$ cat src/dmr_pkg.sv
/*
  DMR lockstep subsystem shared definitions
  Data and bus widths, redundancy mode encoding and register map
*/

package dmr_pkg;

  localparam int unsigned DataWidth    = 32;
  localparam int unsigned AddrWidth    = 4;
  localparam int unsigned RegDataWidth = 32;
  localparam int unsigned McntWidth    = 8;

  // Core output word, also used for checkpoints
  typedef logic [DataWidth-1:0] data_t;

  // Configuration bus
  typedef logic [AddrWidth-1:0]    addr_t;
  typedef logic [RegDataWidth-1:0] reg_data_t;

  // Saturating mismatch count
  typedef logic [McntWidth-1:0] mcnt_t;

  // Per-core setback pulses, bit 0 is core A
  typedef logic [1:0] setback_t;

  // Redundancy mode of the core pair
  typedef enum logic [1:0] {
    MODE_NON_DMR     = 2'd0,
    MODE_DMR_RUN     = 2'd1,
    MODE_DMR_RESTORE = 2'd2
  } dmr_mode_e;

  // Register map
  // Bit 0 enables DMR
  localparam addr_t ADDR_ENABLE   = addr_t'(0);
  // Bit 0 rapid recovery, bit 1 force recovery (self-clearing)
  localparam addr_t ADDR_CONFIG   = addr_t'(1);
  // Mismatch count, any write clears it
  localparam addr_t ADDR_MISMATCH = addr_t'(2);
  // Current mode in bits 1:0
  localparam addr_t ADDR_STATUS   = addr_t'(3);

endpackage

$ cat src/dmr_regs.sv
/*
  DMR configuration registers
  Serves a four-phase req/ack bus, holds enable and recovery config,
  counts lockstep mismatches and reports the current mode
*/

module dmr_regs #(
  parameter bit RapidRecovery = 1'b1,
  parameter bit DefaultInDmr  = 1'b0
) (
  input  logic               clk_i,
  input  logic               rst_ni,
  input  logic               cfg_req_i,
  input  logic               cfg_we_i,
  input  dmr_pkg::addr_t     cfg_addr_i,
  input  dmr_pkg::reg_data_t cfg_wdata_i,
  output logic               cfg_ack_o,
  output dmr_pkg::reg_data_t cfg_rdata_o,
  input  dmr_pkg::dmr_mode_e mode_i,
  input  logic               mismatch_incr_i,
  input  logic               force_clr_i,
  output logic               dmr_enable_o,
  output logic               rapid_en_o,
  output logic               force_rec_o
);

  import dmr_pkg::*;

  logic      ack_q;
  logic      access;
  logic      enable_q;
  logic      rapid_q;
  logic      force_q;
  mcnt_t     mcnt_q;
  reg_data_t rdata_d;
  reg_data_t rdata_q;

  // One access per request, ack follows req by one cycle
  assign access = cfg_req_i & ~ack_q;

  always_comb begin
    rdata_d = '0;
    case (cfg_addr_i)
      ADDR_ENABLE:   rdata_d = reg_data_t'(enable_q);
      ADDR_CONFIG:   rdata_d = reg_data_t'({force_q, rapid_q});
      ADDR_MISMATCH: rdata_d = reg_data_t'(mcnt_q);
      ADDR_STATUS:   rdata_d = reg_data_t'(mode_i);
      default:       rdata_d = '0;
    endcase
  end

  always_ff @(posedge clk_i or negedge rst_ni) begin
    if (!rst_ni) begin
      ack_q    <= 1'b0;
      enable_q <= DefaultInDmr;
      rapid_q  <= 1'b0;
      force_q  <= 1'b0;
      mcnt_q   <= '0;
    end else begin
      ack_q <= cfg_req_i;
      if (access && cfg_we_i && cfg_addr_i == ADDR_ENABLE) begin
        enable_q <= cfg_wdata_i[0];
      end
      if (access && cfg_we_i && cfg_addr_i == ADDR_CONFIG) begin
        rapid_q <= cfg_wdata_i[0] & RapidRecovery;
        force_q <= cfg_wdata_i[1];
      end else if (force_clr_i) begin
        force_q <= 1'b0;
      end
      // Software clear wins over a coincident increment
      if (access && cfg_we_i && cfg_addr_i == ADDR_MISMATCH) begin
        mcnt_q <= '0;
      end else if (mismatch_incr_i && mcnt_q != '1) begin
        mcnt_q <= mcnt_q + mcnt_t'(1);
      end
    end
  end

  // Read data held for the whole ack phase
  always_ff @(posedge clk_i) begin
    if (access && !cfg_we_i) begin
      rdata_q <= rdata_d;
    end
  end

  assign cfg_ack_o    = ack_q;
  assign cfg_rdata_o  = rdata_q;
  assign dmr_enable_o = enable_q;
  assign rapid_en_o   = rapid_q;
  assign force_rec_o  = force_q;

endmodule

$ cat src/dmr_ctrl.sv
/*
  DMR redundancy mode controller
  Switches the core pair between independent, lockstep and restore,
  and raises synch and resynch requests towards software
*/

module dmr_ctrl #(
  parameter bit RapidRecovery = 1'b1,
  parameter bit DefaultInDmr  = 1'b0
) (
  input  logic               clk_i,
  input  logic               rst_ni,
  input  logic               dmr_enable_i,
  input  logic               rapid_en_i,
  input  logic               force_rec_i,
  input  logic               dmr_error_i,
  input  logic               recovery_done_i,
  input  logic               fetch_en_i,
  input  logic               cores_synch_i,
  output dmr_pkg::dmr_mode_e mode_o,
  output dmr_pkg::setback_t  setback_o,
  output logic               sw_synch_req_o,
  output logic               sw_resynch_req_o,
  output logic               grp_in_independent_o,
  output logic               compare_en_o,
  output logic               recovery_req_o,
  output logic               force_clr_o,
  output logic               mismatch_incr_o
);

  import dmr_pkg::*;

  localparam dmr_mode_e DefaultMode = DefaultInDmr ? MODE_DMR_RUN : MODE_NON_DMR;

  dmr_mode_e mode_d;
  dmr_mode_e mode_q;
  logic      rapid_active;
  logic      synch_req;
  logic      synch_req_q;
  logic      resynch_req;
  logic      resynch_req_q;

  assign rapid_active = RapidRecovery & rapid_en_i;

  always_comb begin
    mode_d      = mode_q;
    setback_o   = 2'b00;
    force_clr_o = 1'b0;
    synch_req   = 1'b0;
    resynch_req = 1'b0;

    case (mode_q)
      MODE_DMR_RUN: begin
        if (force_rec_i && rapid_active) begin
          force_clr_o = 1'b1;
          mode_d      = MODE_DMR_RESTORE;
        end
        // Without hardware recovery the mismatch goes to software
        if (dmr_error_i) begin
          if (rapid_active) begin
            mode_d = MODE_DMR_RESTORE;
          end else begin
            resynch_req = 1'b1;
          end
        end
      end
      MODE_DMR_RESTORE: begin
        if (recovery_done_i) begin
          mode_d = MODE_DMR_RUN;
        end
      end
      default: begin
        // Independent cores, wait for software to line them up
        if (dmr_enable_i) begin
          synch_req = 1'b1;
          if (cores_synch_i) begin
            mode_d    = MODE_DMR_RUN;
            setback_o = 2'b11;
          end
        end
      end
    endcase

    // Cores not fetching yet, so the mode can follow the enable bit
    if (!fetch_en_i) begin
      if (dmr_enable_i) begin
        synch_req = 1'b0;
        mode_d    = MODE_DMR_RUN;
      end else begin
        mode_d = MODE_NON_DMR;
      end
    end

    // Splitting is allowed at any time from lockstep
    if (mode_q == MODE_DMR_RUN && !dmr_enable_i) begin
      mode_d    = MODE_NON_DMR;
      setback_o = 2'b10;
    end
  end

  always_ff @(posedge clk_i or negedge rst_ni) begin
    if (!rst_ni) begin
      mode_q        <= DefaultMode;
      synch_req_q   <= 1'b0;
      resynch_req_q <= 1'b0;
    end else begin
      mode_q        <= mode_d;
      synch_req_q   <= synch_req;
      resynch_req_q <= resynch_req;
    end
  end

  // Request pulses on the rising edge of each internal request
  assign sw_synch_req_o   = synch_req & ~synch_req_q;
  assign sw_resynch_req_o = resynch_req & ~resynch_req_q;

  assign mode_o               = mode_q;
  assign grp_in_independent_o = mode_q == MODE_NON_DMR;
  assign compare_en_o         = mode_q == MODE_DMR_RUN;
  assign recovery_req_o       = mode_q == MODE_DMR_RESTORE;
  assign mismatch_incr_o      = dmr_error_i;

endmodule

$ cat src/dmr_compare.sv
/*
  Lockstep output comparator
  Checks the paired core words and forwards the agreed one a cycle later
*/

module dmr_compare (
  input  logic           clk_i,
  input  logic           rst_ni,
  input  logic           compare_en_i,
  input  logic           core_a_valid_i,
  input  logic           core_b_valid_i,
  input  dmr_pkg::data_t core_a_data_i,
  input  dmr_pkg::data_t core_b_data_i,
  output logic           dmr_error_o,
  output logic           out_valid_o,
  output dmr_pkg::data_t out_data_o
);

  import dmr_pkg::*;

  logic  mismatch;
  logic  valid_d;
  logic  error_q;
  logic  valid_q;
  data_t data_q;

  // A lone valid counts as a mismatch as well
  assign mismatch = (core_a_valid_i != core_b_valid_i) ||
                    (core_a_valid_i && core_b_valid_i && core_a_data_i != core_b_data_i);

  // Outside lockstep core A passes unchecked
  assign valid_d = compare_en_i ? (core_a_valid_i & ~mismatch) : core_a_valid_i;

  always_ff @(posedge clk_i or negedge rst_ni) begin
    if (!rst_ni) begin
      error_q <= 1'b0;
      valid_q <= 1'b0;
    end else begin
      error_q <= compare_en_i & mismatch;
      valid_q <= valid_d;
    end
  end

  always_ff @(posedge clk_i) begin
    if (core_a_valid_i) begin
      data_q <= core_a_data_i;
    end
  end

  assign dmr_error_o = error_q;
  assign out_valid_o = valid_q;
  assign out_data_o  = data_q;

endmodule

$ cat src/dmr_recovery.sv
/*
  Rapid recovery unit
  Keeps the last agreed word as a checkpoint and replays it during restore
*/

module dmr_recovery #(
  parameter int RestoreCycles = 4
) (
  input  logic           clk_i,
  input  logic           rst_ni,
  input  logic           match_valid_i,
  input  dmr_pkg::data_t match_data_i,
  input  logic           recovery_req_i,
  output logic           recovery_done_o,
  output logic           restore_o,
  output dmr_pkg::data_t restore_data_o
);

  import dmr_pkg::*;

  localparam int CntWidth = (RestoreCycles > 1) ? $clog2(RestoreCycles) : 1;

  typedef logic [CntWidth-1:0] cnt_t;

  cnt_t  cnt_q;
  logic  last_cycle;
  data_t checkpoint_q;

  // Final cycle of the restore window
  assign last_cycle = recovery_req_i && (cnt_q == cnt_t'(RestoreCycles - 1));

  always_ff @(posedge clk_i or negedge rst_ni) begin
    if (!rst_ni) begin
      cnt_q <= '0;
    end else if (!recovery_req_i || last_cycle) begin
      cnt_q <= '0;
    end else begin
      cnt_q <= cnt_q + cnt_t'(1);
    end
  end

  // Checkpoint frozen while a restore is running
  always_ff @(posedge clk_i or negedge rst_ni) begin
    if (!rst_ni) begin
      checkpoint_q <= '0;
    end else if (match_valid_i && !recovery_req_i) begin
      checkpoint_q <= match_data_i;
    end
  end

  assign recovery_done_o = last_cycle;
  assign restore_o       = recovery_req_i;
  assign restore_data_o  = checkpoint_q;

endmodule

$ cat src/dmr_top.sv
/*
  DMR lockstep subsystem top level
  Registers, mode controller, comparator and rapid recovery unit
*/

module dmr_top #(
  parameter bit RapidRecovery = 1'b1,
  parameter int RestoreCycles = 4,
  parameter bit DefaultInDmr  = 1'b0
) (
  input  logic               clk_i,
  input  logic               rst_ni,
  input  logic               cfg_req_i,
  input  logic               cfg_we_i,
  input  dmr_pkg::addr_t     cfg_addr_i,
  input  dmr_pkg::reg_data_t cfg_wdata_i,
  output logic               cfg_ack_o,
  output dmr_pkg::reg_data_t cfg_rdata_o,
  input  logic               core_a_valid_i,
  input  dmr_pkg::data_t     core_a_data_i,
  input  logic               core_b_valid_i,
  input  dmr_pkg::data_t     core_b_data_i,
  input  logic               fetch_en_i,
  input  logic               cores_synch_i,
  output logic               out_valid_o,
  output dmr_pkg::data_t     out_data_o,
  output logic               restore_o,
  output dmr_pkg::data_t     restore_data_o,
  output dmr_pkg::setback_t  setback_o,
  output logic               sw_synch_req_o,
  output logic               sw_resynch_req_o,
  output logic               grp_in_independent_o
);

  import dmr_pkg::*;

  dmr_mode_e mode;
  logic      dmr_enable;
  logic      rapid_en;
  logic      force_rec;
  logic      force_clr;
  logic      mismatch_incr;
  logic      compare_en;
  logic      dmr_error;
  logic      recovery_req;
  logic      recovery_done;

  dmr_regs #(
    .RapidRecovery(RapidRecovery),
    .DefaultInDmr (DefaultInDmr)
  ) u_regs (
    .clk_i          (clk_i),
    .rst_ni         (rst_ni),
    .cfg_req_i      (cfg_req_i),
    .cfg_we_i       (cfg_we_i),
    .cfg_addr_i     (cfg_addr_i),
    .cfg_wdata_i    (cfg_wdata_i),
    .cfg_ack_o      (cfg_ack_o),
    .cfg_rdata_o    (cfg_rdata_o),
    .mode_i         (mode),
    .mismatch_incr_i(mismatch_incr),
    .force_clr_i    (force_clr),
    .dmr_enable_o   (dmr_enable),
    .rapid_en_o     (rapid_en),
    .force_rec_o    (force_rec)
  );

  dmr_ctrl #(
    .RapidRecovery(RapidRecovery),
    .DefaultInDmr (DefaultInDmr)
  ) u_ctrl (
    .clk_i               (clk_i),
    .rst_ni              (rst_ni),
    .dmr_enable_i        (dmr_enable),
    .rapid_en_i          (rapid_en),
    .force_rec_i         (force_rec),
    .dmr_error_i         (dmr_error),
    .recovery_done_i     (recovery_done),
    .fetch_en_i          (fetch_en_i),
    .cores_synch_i       (cores_synch_i),
    .mode_o              (mode),
    .setback_o           (setback_o),
    .sw_synch_req_o      (sw_synch_req_o),
    .sw_resynch_req_o    (sw_resynch_req_o),
    .grp_in_independent_o(grp_in_independent_o),
    .compare_en_o        (compare_en),
    .recovery_req_o      (recovery_req),
    .force_clr_o         (force_clr),
    .mismatch_incr_o     (mismatch_incr)
  );

  // Forwarded words double as checkpoint candidates
  dmr_compare u_compare (
    .clk_i         (clk_i),
    .rst_ni        (rst_ni),
    .compare_en_i  (compare_en),
    .core_a_valid_i(core_a_valid_i),
    .core_b_valid_i(core_b_valid_i),
    .core_a_data_i (core_a_data_i),
    .core_b_data_i (core_b_data_i),
    .dmr_error_o   (dmr_error),
    .out_valid_o   (out_valid_o),
    .out_data_o    (out_data_o)
  );

  dmr_recovery #(
    .RestoreCycles(RestoreCycles)
  ) u_recovery (
    .clk_i          (clk_i),
    .rst_ni         (rst_ni),
    .match_valid_i  (out_valid_o),
    .match_data_i   (out_data_o),
    .recovery_req_i (recovery_req),
    .recovery_done_o(recovery_done),
    .restore_o      (restore_o),
    .restore_data_o (restore_data_o)
  );

endmodule

$ cat config.mk
export PLATFORM = sky130hd
export DESIGN_NAME = dmr_top
export DESIGN_NICKNAME = d
export VERILOG_FILES = /design/src/dmr_pkg.sv /design/src/dmr_regs.sv /design/src/dmr_ctrl.sv /design/src/dmr_compare.sv /design/src/dmr_recovery.sv /design/src/dmr_top.sv
export SDC_FILE = /design/constraint.sdc
export NUM_CORES = 1
export LEC_CHECK = 0
export BUFFER_PORTS_ARGS = -buffer_cell sky130_fd_sc_hd__buf_2
export CORE_MARGIN = 1.5
export CORE_UTILIZATION = 50
export CTS_BUF_LIST = sky130_fd_sc_hd__clkbuf_8
export CTS_CLUSTER_DIAMETER = 30
export DETAILED_ROUTE_END_ITERATION = 7
export MAX_ROUTING_LAYER = met4
export PLACE_DENSITY_LB_ADDON = 0.05
export SLEW_MARGIN = 10
export SYNTH_ARGS = -nofsm -noshare
export SYNTH_HDL_FRONTEND = slang
export SYNTH_SLANG_ARGS = --single-unit
export TNS_END_PERCENT = 100
$ cat constraint.sdc
create_clock -name clk_i -period 3.3 [get_ports clk_i]
set_input_delay 0.66 -clock clk_i [delete_from_list [all_inputs] [get_ports clk_i]]
set_output_delay 0.66 -clock clk_i [all_outputs]
set_load 0.01 [all_outputs]
==> results.md <==
* Outcome: completed
* Ranking of synthesized cells by area: dfrtp_1, edfxtp_1, mux2_2, xor2_1, buf_4
* Count of final hold-check violations at 0
* Max Slew Vio Count at 0
* First-pass DRT Iterations at 4
* Placed Cells at 547
* Req. time, crit path at between 2000 and 3000 ps
* GR Overflow Total at 0
* Core footprint at 0.00777 mm2
* Clock-pin slew on the worst setup and hold paths at ~90 ps
* Post-synthesis sequential area ratio at 0.619
* Final layout net count at between 500 and 600
* Adder-cell share of the synthesized area at 0.0186
* Area Growth Syn to Fin at 25.5%
* Via count at around 2800
* Max Cap Violations at 0
* DP Worst Slack at ~1200 ps
* Chip width at about 93 um
* Worst Skew at around 9 ps
* Worst setup SP type: flip-flop
* Simple-gate portion of the synthesized area at 0.0953
* H-tree levels at 3
* Fmax achieved at 421 MHz
* Seq cells post-synth at between 90 and 100
* Inserted Clock Buffers at 9
* Clock tree root driver cell: clkbuf_8
* Synth Area in Compound Gates at 0.0241
* Setup bufs post-CTS at 0
* LEAKAGE at roughly 2.4 nW
* Fraction of layout cells with a size suffix above 1 at 0.469
* Vias in the first global route at ~2700
* Mux contribution to synthesized area at 0.105
* Synth Warn # at 0
* Final cell count without fillers at 563
* Die Ht at 92.9 um
* Critical Path Fanout Max at 8
* # clock sinks at a little over 90
* TritonCTS clock tree: built
* HP Class: in2async
* Row cnt at 32
* Multi-input logic area at around 0.0014 mm2
* First-pass GRT wire length at 12800 um
* RSZ-0062 raised after global routing: false
* Routability cong. at 0.797
* Latest clock arrival within the worst-skew pair at about 350 ps
* Post-synth EDFFs at 40
* Slowest CP cell: dfrtp_1
* Wirelength per Cell at between 10 and 15 um
* Ports at between 200 and 250
* Setup crit end kind: primary output
* Pwr dens at approximately 590 mW/mm2
* Synth async-reset ratio at 0.565
* Post-synth top area share at 0.322
* Critical path class: reg2out
* Flip-flop and latch area at ~0.0025 mm2
* Fin crit period at ~2400 ps
* Peak VDD IR at ~0.00032 V
* Clock buffer depth at 2
* Hold_buf cts at 0
* Mapped Cells at between 200 and 300
* Final Worst Setup Slack at between 900 and 1000 ps
* Critical path's largest stage delay at 420 ps
* Post-Route WL at 8210 um
* Largest net degree at the start of global routing at 33
* Antenna Cells at 0
* Global Route Usage Sum at 0.204
* Avg Cell Area, Syn at roughly 14 um2
* Post-synthesis xor/xnor area fraction at 0.0823
* Dpl hpwl at roughly 6200 um
* Main combinational cell family by area after synthesis: multiplexers
* Netlist Area Pre-Place at about 0.0040 mm2
* Cell Chain, Critical Path: inv_1 -> ha_1 -> and3b_1 -> nor2b_1 -> buf_2
* Count of cells resized by post-cts repair at 0
* Share of the core filled with cells at 0.653
* Post-route ant nets at 0
* Worst slew pin tran at 557 ps
* Yosys cell types at 38
* Initial antenna violation count at 0
* Final worst path period share at 0.720
* Vias/cell at between 4 and 5
* Final setup viols at 0
* Fin Setup TNS at 0 ps
* Starting Density at 0.521
* DRC viols at 0
* Pwr Total at a little under 3 mW
* Starting DRC count in detailed routing at about 80
* Die ar. at around 0.0086 mm2
* Synth area leader: dfrtp_1
* Critical Path AT at about 1700 ps
* Slew HR at 0.628
* Fillers at 650
* Port buffer count at 157
* Ys flop type: dfrtp_1
## sequential cells by signal (all words and copies together) (netlist names)
signal,count
u_regs.cfg_rdata_o,8
u_ctrl.mode_o,2
u_regs.cfg_ack_o,1
u_compare.dmr_error_o,1
u_ctrl.synch_req_q,1
u_compare.out_data_o,32
u_regs.force_rec_o,1
u_regs.dmr_enable_o,1
u_regs.mcnt_q,8
u_compare.out_valid_o,1
u_recovery.cnt_q,2
u_recovery.restore_data_o,32
u_regs.rapid_en_o,1
u_ctrl.resynch_req_q,1
## worst max-delay path, delay by kind of cell, from the launching register on
kind	cells	cell delay, ps
buf+inv	2	240
simple gates	2	370
flops	1	420
fa+ha+maj	1	330
## cell usage after synthesis, types with 4 or more instances
cell / instances
dfrtp_1: 52
edfxtp_1: 40
xor2_1: 34
mux2_2: 33
buf_4: 25
nor2_1: 16
nand2_1: 12
nor4_1: 8
a21oi_1: 6
and2_1: 6
ha_1: 6
nand3_1: 5
inv_1: 4
xnor2_1: 4
## per-stage QoR
| stage | hold WS, ps | area, um2 |
|---|---|---|
| 5_1_grt | 319 | 5070 |
| 3_3_place_gp | 422 | 4880 |
| 2_1_floorplan | 364 | 4130 |
| 4_1_cts | 297 | 5070 |
| 3_5_place_dp | 432 | 4880 |
| 6_report | 287 | 5070 |
## layout make-up
| type | count | share of cell area |
|---|---|---|
| Sequential cell | 92 | 0.493 |
| Multi-Input combinational cell | 188 | 0.279 |
| Timing Repair Buffer | 161 | 0.161 |
| Tap cell | 102 | 0.0251 |
| Clock buffer | 9 | 0.0244 |
| Clock inverter | 7 | 0.0148 |
| Inverter | 4 | 0.00296 |
## where the power goes
part | internal, mW | switching (mW) | leakage [nW]
registers | 1.39 | 0.133 | 1.01
clock network | 0.354 | 0.401 | 0.0939
logic | 0.333 | 0.359 | 1.25
## cells in the final DEF (no fill, tap or decap), types with 3 or more instances in the layout
cell | netlist | routed
a21oi_1 | 6 | 6
and2_1 | 6 | 6
buf_2 | 3 | 157
buf_4 | 25 | 4
clkbuf_8 | 0 | 9
conb_1 | 1 | 24
dfrtp_1 | 52 | 52
edfxtp_1 | 40 | 40
ha_1 | 6 | 6
inv_1 | 4 | 4
mux2_2 | 33 | 33
nand2_1 | 12 | 12
nand2b_1 | 3 | 3
nand3_1 | 5 | 5
nand4_1 | 3 | 3
nor2_1 | 16 | 16
nor3_1 | 3 | 3
nor4_1 | 8 | 8
xnor2_1 | 4 | 4
xor2_1 | 34 | 34
## cells by family after synthesis
family | Yosys count
other | 1
AND/OR/NAND/NOR | 69
AO/OA/AOI/OAI | 14
multiplexers | 37
flip-flops | 92
XOR/XNOR | 38
adder cells (fa/ha/maj) | 6
buffers and inverters | 33
## per-layer routing
| layer | vias up | global-route usage | part of all wire |
|---|---|---|---|
| met2 | 119 | 0.325 | 0.47 |
| met1 | 1307 | 0.253 | 0.43 |
| met3 | 21 | 0.0394 | 0.064 |
| met5 | - | - | 0 |
| met4 | 0 | 0.0947 | 0.031 |
| li1 | 1309 | - | - |
## worst paths after layout
| path | start | to | slack, ps | depth (start not counted) |
|---|---|---|---|---|
| worst max-delay path | u_ctrl.mode_o[1] | sw_resynch_req_o | 930 | 5 |
| worst min-delay path | rst_ni | u_recovery.restore_data_o[31] | 290 | 1 |
| worst max register to register | u_ctrl.mode_o[0] | u_recovery.restore_data_o[18] | 1470 | 5 |
| worst min register to register | u_recovery.cnt_q[0] | u_recovery.cnt_q[0] | 470 | 1 |
| max in group asynchronous | rst_ni | u_recovery.restore_data_o[8] | 2210 | 2 |
| min in group clk_i | cfg_req_i | u_regs.cfg_ack_o | 440 | 1 |
No activity file was read; power rests on OpenSTA's default activity.
